File: src/verilog/vga_macros.svh
`ifndef VGA_MACROS_SVH
`define VGA_MACROS_SVH

//////////////////////////////////////////////////
// raster timing for 640x480 at 60 Hz
//////////////////////////////////////////////////

`define H_TOTAL             10'd800 // columns per line
`define V_TOTAL             10'd525 // lines per frame
`define H_SYNC              10'd96  // hsync pulse width
`define V_SYNC              10'd2   // vsync pulse width
`define H_VIS_FIRST         10'd144 // first visible column
`define H_VIS_LAST          10'd783 // last visible column
`define V_VIS_FIRST         10'd35  // first visible line
`define V_VIS_LAST          10'd514 // last visible line

//////////////////////////////////////////////////
// scene regions with inclusive bounds
//////////////////////////////////////////////////

`define BODY_H_FIRST        10'd192
`define BODY_H_LAST         10'd730
`define BODY_V_FIRST        10'd88
`define BODY_V_LAST         10'd469

`define WIN_H_FIRST         10'd233 // door window
`define WIN_H_LAST          10'd551
`define WIN_V_FIRST         10'd135
`define WIN_V_LAST          10'd438

`define PANEL_H_FIRST       10'd574 // control panel columns
`define PANEL_H_LAST        10'd709
`define BAND_BLACK_V_FIRST  10'd162
`define BAND_BLACK_V_LAST   10'd217
`define BAND_DARK_V_FIRST   10'd234
`define BAND_DARK_V_LAST    10'd360
`define BAND_LIGHT_V_FIRST  10'd383
`define BAND_LIGHT_V_LAST   10'd438

//////////////////////////////////////////////////
// channel values per shade
//////////////////////////////////////////////////

`define CH_WHITE            4'hF
`define CH_GREY             4'h8
`define CH_GLASS            4'hB
`define CH_BLACK            4'h0
`define CH_BROWN_DARK       4'h6
`define CH_BROWN_LIGHT      4'hA
`define CH_YELLOW_RG        4'hC // red and green
`define CH_YELLOW_B         4'h0

`endif

File: src/verilog/vga_timing_pkg.sv
package vga_timing_pkg;

    // raster column or line number
    // 10 bits covers the 800-column line
    typedef logic [9:0] count_t;

    // one colour channel of the 12-bit output
    typedef logic [3:0] channel_t;

endpackage

File: src/verilog/microwave_scene_pkg.sv
package microwave_scene_pkg;

    // shade of one scene region
    // decoded from the raster position, then looked up into channels
    typedef enum logic [2:0]
    {
        white       = 3'd0, // background
        grey        = 3'd1, // oven body
        glass       = 3'd2, // door window while the oven is idle
        yellow      = 3'd3, // door window while the oven runs
        black       = 3'd4, // top panel band
        brown_dark  = 3'd5, // middle panel band
        brown_light = 3'd6  // bottom panel band
    } shade_e;

endpackage

File: src/verilog/vga_timing.sv
`timescale 1ns/1ps

`include "vga_macros.svh"

module vga_timing
(
    input  logic                   clk_25MHz,
    input  logic                   arst_n,
    output vga_timing_pkg::count_t h_count,
    output vga_timing_pkg::count_t v_count,
    output logic                   hsync,
    output logic                   vsync
);

    logic h_wrap; // last column of the line
    logic v_wrap; // last line of the frame

    assign h_wrap = (h_count == `H_TOTAL - 10'd1);
    assign v_wrap = (v_count == `V_TOTAL - 10'd1);

    //////////////////////////////////////////////////
    // horizontal counter
    //////////////////////////////////////////////////

    always_ff @(posedge clk_25MHz or negedge arst_n)
    begin
        if (!arst_n)
        begin
            h_count <= '0;
        end
        else if (h_wrap)
        begin
            h_count <= '0;
        end
        else
        begin
            h_count <= h_count + 10'd1;
        end
    end

    //////////////////////////////////////////////////
    // vertical counter
    //////////////////////////////////////////////////

    always_ff @(posedge clk_25MHz or negedge arst_n)
    begin
        if (!arst_n)
        begin
            v_count <= '0;
        end
        else if (h_wrap)
        begin
            if (v_wrap)
            begin
                v_count <= '0;
            end
            else
            begin
                v_count <= v_count + 10'd1; // one line down
            end
        end
    end

    // active-high pulses at the start of line and frame
    assign hsync = (h_count < `H_SYNC);
    assign vsync = (v_count < `V_SYNC);

endmodule

File: src/verilog/microwave_painter.sv
`timescale 1ns/1ps

`include "vga_macros.svh"

module microwave_painter
(
    input  logic                     clk_25MHz,
    input  logic                     arst_n,
    input  vga_timing_pkg::count_t   h_count,
    input  vga_timing_pkg::count_t   v_count,
    input  logic                     start,
    output vga_timing_pkg::channel_t red,
    output vga_timing_pkg::channel_t green,
    output vga_timing_pkg::channel_t blue
);

    microwave_scene_pkg::shade_e shade;

    vga_timing_pkg::channel_t red_lu;   // looked-up channels
    vga_timing_pkg::channel_t green_lu;
    vga_timing_pkg::channel_t blue_lu;

    vga_timing_pkg::channel_t red_pix;  // after blanking
    vga_timing_pkg::channel_t green_pix;
    vga_timing_pkg::channel_t blue_pix;

    logic in_body;
    logic in_window;
    logic in_panel_cols;
    logic visible;

    // inclusive range test on a raster coordinate
    function automatic logic in_span
    (
        input vga_timing_pkg::count_t pos,
        input vga_timing_pkg::count_t first,
        input vga_timing_pkg::count_t last
    );
        return (pos >= first) && (pos <= last);
    endfunction

    //////////////////////////////////////////////////
    // region decode
    //////////////////////////////////////////////////

    assign in_body = in_span(h_count, `BODY_H_FIRST, `BODY_H_LAST)
                  && in_span(v_count, `BODY_V_FIRST, `BODY_V_LAST);

    assign in_window = in_span(h_count, `WIN_H_FIRST, `WIN_H_LAST)
                    && in_span(v_count, `WIN_V_FIRST, `WIN_V_LAST);

    assign in_panel_cols = in_span(h_count, `PANEL_H_FIRST, `PANEL_H_LAST);

    always_comb
    begin
        if (!in_body)
        begin
            shade = microwave_scene_pkg::white;
        end
        else if (in_window)
        begin
            // window lights up while the oven runs
            shade = start ? microwave_scene_pkg::yellow : microwave_scene_pkg::glass;
        end
        else if (in_panel_cols && in_span(v_count, `BAND_BLACK_V_FIRST, `BAND_BLACK_V_LAST))
        begin
            shade = microwave_scene_pkg::black;
        end
        else if (in_panel_cols && in_span(v_count, `BAND_DARK_V_FIRST, `BAND_DARK_V_LAST))
        begin
            shade = microwave_scene_pkg::brown_dark;
        end
        else if (in_panel_cols && in_span(v_count, `BAND_LIGHT_V_FIRST, `BAND_LIGHT_V_LAST))
        begin
            shade = microwave_scene_pkg::brown_light;
        end
        else
        begin
            shade = microwave_scene_pkg::grey; // rest of the body
        end
    end

    //////////////////////////////////////////////////
    // shade lookup
    //////////////////////////////////////////////////

    always_comb
    begin
        red_lu   = `CH_WHITE;
        green_lu = `CH_WHITE;
        blue_lu  = `CH_WHITE;
        case (shade)
            microwave_scene_pkg::grey:
            begin
                red_lu   = `CH_GREY;
                green_lu = `CH_GREY;
                blue_lu  = `CH_GREY;
            end
            microwave_scene_pkg::glass:
            begin
                red_lu   = `CH_GLASS;
                green_lu = `CH_GLASS;
                blue_lu  = `CH_GLASS;
            end
            microwave_scene_pkg::yellow:
            begin
                red_lu   = `CH_YELLOW_RG;
                green_lu = `CH_YELLOW_RG;
                blue_lu  = `CH_YELLOW_B; // no blue in yellow
            end
            microwave_scene_pkg::black:
            begin
                red_lu   = `CH_BLACK;
                green_lu = `CH_BLACK;
                blue_lu  = `CH_BLACK;
            end
            microwave_scene_pkg::brown_dark:
            begin
                red_lu   = `CH_BROWN_DARK;
                green_lu = `CH_BROWN_DARK;
                blue_lu  = `CH_BROWN_DARK;
            end
            microwave_scene_pkg::brown_light:
            begin
                red_lu   = `CH_BROWN_LIGHT;
                green_lu = `CH_BROWN_LIGHT;
                blue_lu  = `CH_BROWN_LIGHT;
            end
            default:
            begin
                red_lu   = `CH_WHITE; // background
                green_lu = `CH_WHITE;
                blue_lu  = `CH_WHITE;
            end
        endcase
    end

    //////////////////////////////////////////////////
    // blanking and output register
    //////////////////////////////////////////////////

    assign visible = in_span(h_count, `H_VIS_FIRST, `H_VIS_LAST)
                  && in_span(v_count, `V_VIS_FIRST, `V_VIS_LAST);

    assign red_pix   = visible ? red_lu   : '0;
    assign green_pix = visible ? green_lu : '0;
    assign blue_pix  = visible ? blue_lu  : '0;

    always_ff @(posedge clk_25MHz or negedge arst_n)
    begin
        if (!arst_n)
        begin
            red   <= '0;
            green <= '0;
            blue  <= '0;
        end
        else
        begin
            red   <= red_pix; // one cycle behind the counts
            green <= green_pix;
            blue  <= blue_pix;
        end
    end

endmodule

File: src/verilog/microwave_display.sv
`timescale 1ns/1ps

module microwave_display
(
    input  logic                     clk_25MHz,
    input  logic                     arst_n,
    input  logic                     start,
    output logic                     hsync,
    output logic                     vsync,
    output vga_timing_pkg::channel_t red,
    output vga_timing_pkg::channel_t green,
    output vga_timing_pkg::channel_t blue
);

    vga_timing_pkg::count_t h_count; // raster column
    vga_timing_pkg::count_t v_count; // raster line

    //////////////////////////////////////////////////
    // raster timing
    //////////////////////////////////////////////////

    vga_timing u_vga_timing
    (
        .clk_25MHz (clk_25MHz),
        .arst_n    (arst_n),
        .h_count   (h_count),
        .v_count   (v_count),
        .hsync     (hsync),   // straight to the connector
        .vsync     (vsync)
    );

    //////////////////////////////////////////////////
    // scene painter
    //////////////////////////////////////////////////

    microwave_painter u_microwave_painter
    (
        .clk_25MHz (clk_25MHz),
        .arst_n    (arst_n),
        .h_count   (h_count),
        .v_count   (v_count),
        .start     (start),
        .red       (red),     // registered one cycle after sync
        .green     (green),
        .blue      (blue)
    );

endmodule

File: config.mk
export PLATFORM = sky130hd
export DESIGN_NAME = microwave_display
export DESIGN_NICKNAME = d
export VERILOG_FILES = /design/src/verilog/vga_timing_pkg.sv /design/src/verilog/microwave_scene_pkg.sv /design/src/verilog/vga_timing.sv /design/src/verilog/microwave_painter.sv /design/src/verilog/microwave_display.sv
export VERILOG_INCLUDE_DIRS = /design/src /design/src/verilog
export SDC_FILE = /design/constraint.sdc
export NUM_CORES = 1
export LEC_CHECK = 0
export BUFFER_PORTS_ARGS = -buffer_cell sky130_fd_sc_hd__buf_4
export CORE_ASPECT_RATIO = 1.1
export CORE_MARGIN = 2
export CORE_UTILIZATION = 53
export CTS_CLUSTER_DIAMETER = 50
export DETAILED_ROUTE_END_ITERATION = 10
export PLACE_DENSITY = 0.73
export SETUP_SLACK_MARGIN = 0.15
export SLEW_MARGIN = 20
export SYNTH_ARGS = -nofsm -noshare
export SYNTH_HDL_FRONTEND = slang
export SYNTH_SLANG_ARGS = --single-unit
File: constraint.sdc
create_clock -name clk_25MHz -period 1.8 [get_ports clk_25MHz]
set_input_delay 0.09 -clock clk_25MHz [delete_from_list [all_inputs] [get_ports clk_25MHz]]
set_output_delay 0.09 -clock clk_25MHz [all_outputs]
set_load 0.05 [all_outputs]
==> impl_results.md <==
- Failing checks: negative setup slack
- Vias: 2083
- Fill cell count: 181
- Row count: 22
- Fin nets: 297
- Register area share after synthesis: 0.368
- Post-synth top area share: 0.368
- Crit end category: flop
- Final count of pins violating max slew: 0
- Worst hold margin: 0.00800 ns
- GR Util met2: 0.495
- Met1 GRT Util: 0.354
- Ys async rst share: 1.00
- Antenna Diode Count: 0
- Switching fraction of total power: 0.210
- Vias in the first global route: between 1500 and 2000
- Max Clock Skew: about 0.015 ns
- Synth Instances: 209
- Peak supply drop: around 0.32 mV
- Final Util: 0.848
- Comb power frac: 0.017
- Fmax: between 500 and 600 MHz
- Total die area: a little over 4000 um2
- Avg Cell Area, Syn: 9.11 um2
- Hold Path Class: in -> reg
- Largest net degree at the start of global routing: 29
- Clock-pin slew on the worst setup and hold paths: 0.18 ns
- NetSw: 0.228 mW
- Part of the power in registers: 0.579
- Final wirelength: 6490 um
- Final worst slack: -0.162 ns
- Total power per unit cell area: roughly 380 nW/um2
- Cell taking the most area after synthesis: dfrtp_1
- Vias/cell: between 6 and 7
- GRT overflow: 0
- Seq cells post-synth: 28
- Mapped Area: around 1900 um2
- DRT antenna net count: 0
- Io pins: 17
- GRT busiest layer: met2
- Min-delay src: start
- Reg-to-reg endpoint: u_microwave_painter.blue[1]$_DFF_PN0_
- Leakage Power: 1.27 nW
- Crit path max fanout: 7
- Critical Setup Path Class: reg -> reg
- GR met3 Demand/Resource: 0.0408
- TritonRoute pass-1 iters: 5
- Worst hold stages: 3
- Distinct cells, synth: 57
- Required time of the critical path: between 2 and 2.5 ns
- Initial antenna violation count: 0
- First DRT Iteration DRCs: approximately 230
- Flop-to-flop setup slack: -0.16 ns
- Commonest cells after routing, fill and taps aside: 81 x buf_4, 18 x dfrtp_1, 16 x nand2_1
- Die W: just over 60 um
- IO Port Bufs: 16
- Final setup vio count: 12
- Number of synthesis warnings: 0
- CTS max path bufs: 2
- Worst Reg-to-Reg Cells: 8
- Routability congestion estimate from global placement: between 0.8 and 0.9
- Status: complete, but fails checks
- Actual slew at the worst max-slew pin: 0.416 ns
- Ys flop type: dfrtp_1
- Proportion of layout cells with a drive suffix above 1: 0.558
- Critical path data arrival time: approximately 2.2 ns
- Max-cap viol count: 0
- Placeable Area: 3390 um2
- R2r startpoint: u_vga_timing.v_count[3]$_DFFE_PN0N_
- Net Count, Synth: 220
- Post-synth EDFFs: 0
- Routed len/inst: a little under 20 um
- RSZ-0062 raised after global routing: yes
- Final Hold Vio Count: 0
- Top area cells in the synthesized netlist: dfrtp_1 37%, ha_1 5.3%, nand2_1 3.7%
- Combined area of the multi-input logic cells: ~1300 um2
- Worst Hold End: u_microwave_painter.red[2]$_DFF_PN0_
- CTS tree: yes
- Internal power: around 0.86 mW
- Num CTS Buffers: 3
- Final Cycle Share: 1.09
- Gr usage total: 0.290
- Clock sink count: 28
- Commonest non-fill, non-tap cell in the layout: buf_4
- Htree depth: 1
- Worst-skew pair later-pin latency: 0.35 ns
- Critical Path Start Type: flop
- Die Y: between 60 and 70 um
- FF/Latch Area: about 700 um2
- Clock power frac: 0.404
- Root Driver: clkbuf_4
- Slew headroom: 0.721
- Post-DP HPWL: roughly 3500 um
- Initial Util: 0.562
- First-pass GRT wire length: slightly below 9000 um
- Area Growth Syn to Fin: 50.8%
- DR DRC count: 0
- Crit path time final: roughly 2.0 ns
[cells by family after synthesis]
logic type | share of synthesized area
AND/OR/NAND/NOR | 0.225
XOR/XNOR | 0.0460
flip-flops | 0.368
buffers and inverters | 0.0880
multiplexers | 0.0112
adder cells (fa/ha/maj) | 0.0526
AO/OA/AOI/OAI | 0.210
[flip-flops by register name, summed over array words and instances, names as in the netlist]
name                      count
u_vga_timing.v_count         10
u_microwave_painter.blue      4
u_microwave_painter.red       4
u_vga_timing.h_count         10
[critical path, cell delays in order, from the launching register on]
cell,delay (ns)
dfrtp_2,0.50
buf_4,0.17
nor3_4,0.20
buf_4,0.15
nand3_1,0.08
nor2_1,0.25
o41ai_2,0.13
and2b_1,0.21
o32a_2,0.19
[cells in the mapped netlist (2+ instances only)]
library cell / instances
o32a_2: 2
o21ai_1: 2
o21a_1: 2
a2111oi_0: 2
nor2_1: 17
ha_1: 8
and2b_1: 2
o41ai_2: 2
xor2_1: 2
inv_1: 6
o211ai_1: 3
a21oi_1: 12
nand2_1: 19
nor4_1: 3
and2_1: 3
nand4_1: 5
nand2b_1: 2
nor3_1: 3
buf_4: 6
buf_2: 9
a31oi_1: 6
o21ai_0: 9
dfrtp_1: 28
and3_1: 2
nand3_1: 12
buf_6: 3
xnor2_1: 8
o31ai_1: 2
[final cells by class]
class                   instances  area share
clock inverters                 1      0.0105
multi-input cells             155       0.448
well taps                      48      0.0209
flip-flops and latches         28       0.248
repair buffers                 92       0.255
inverters                       6     0.00871
clock buffers                   3     0.00784
[metal layers]
layer,vias to the layer above,part of all wire,wire length (um)
met5,-,0,0
met4,0,0.038,249
li1,907,-,-
met3,34,0.066,428
met1,1020,0.39,2560
met2,122,0.50,3250
[what timing repair did]
action / CTS / global route
hold buffers: 1 / 0
gates resized for setup: 34 / 36
endpoints found under the setup margin: 24 / 24
pin swaps: 19 / 21
hold endpoints to repair: 28 / 0
setup buffers: 12 / 18
[how the worst max path moves through the flow]
stage | from | end | slack, ns | cells past startpoint
floorplan | u_vga_timing.h_count[5]$_DFF_PN0_ | hsync | 0.01 | 2
finish | u_vga_timing.v_count[3]$_DFFE_PN0N_ | u_microwave_painter.blue[1]$_DFF_PN0_ | -0.16 | 8
global route | u_vga_timing.v_count[1]$_DFFE_PN0N_ | u_microwave_painter.blue[2]$_DFF_PN0_ | -0.25 | 9
global placement | u_vga_timing.v_count[6]$_DFFE_PN0N_ | u_microwave_painter.red[1]$_DFF_PN0_ | -0.04 | 6
detailed placement | u_vga_timing.v_count[6]$_DFFE_PN0N_ | u_microwave_painter.red[1]$_DFF_PN0_ | -0.11 | 6
CTS | u_vga_timing.h_count[1]$_DFF_PN0_ | u_microwave_painter.red[1]$_DFF_PN0_ | -0.09 | 8
[power by group through the flow]
stage | clock [mW] | sequential [mW] | combinational, mW
CTS | 0.429 | 0.629 | 0.0185
detailed placement | 0 | 0.641 | 0.0167
global route | 0.456 | 0.630 | 0.0203
finish | 0.440 | 0.629 | 0.0180
floorplan | 0 | 0.641 | 0.0000300
global placement | 0 | 0.641 | 0.0159
[per-stage QoR]
step | setup WS [ns] | area, um2 | TNS, ns | total power [mW] | instances
2_1_floorplan | 0.0114 | 1960 | 0 | 0.641 | 209
3_3_place_gp | -0.0429 | 2330 | -0.125 | 0.657 | 298
3_5_place_dp | -0.115 | 2330 | -0.684 | 0.658 | 298
4_1_cts | -0.0858 | 2580 | -0.253 | 1.08 | 315
5_1_grt | -0.251 | 2870 | -2.12 | 1.11 | 333
6_report | -0.162 | 2870 | -0.883 | 1.09 | 333
(Power assumes the default switching activity.)
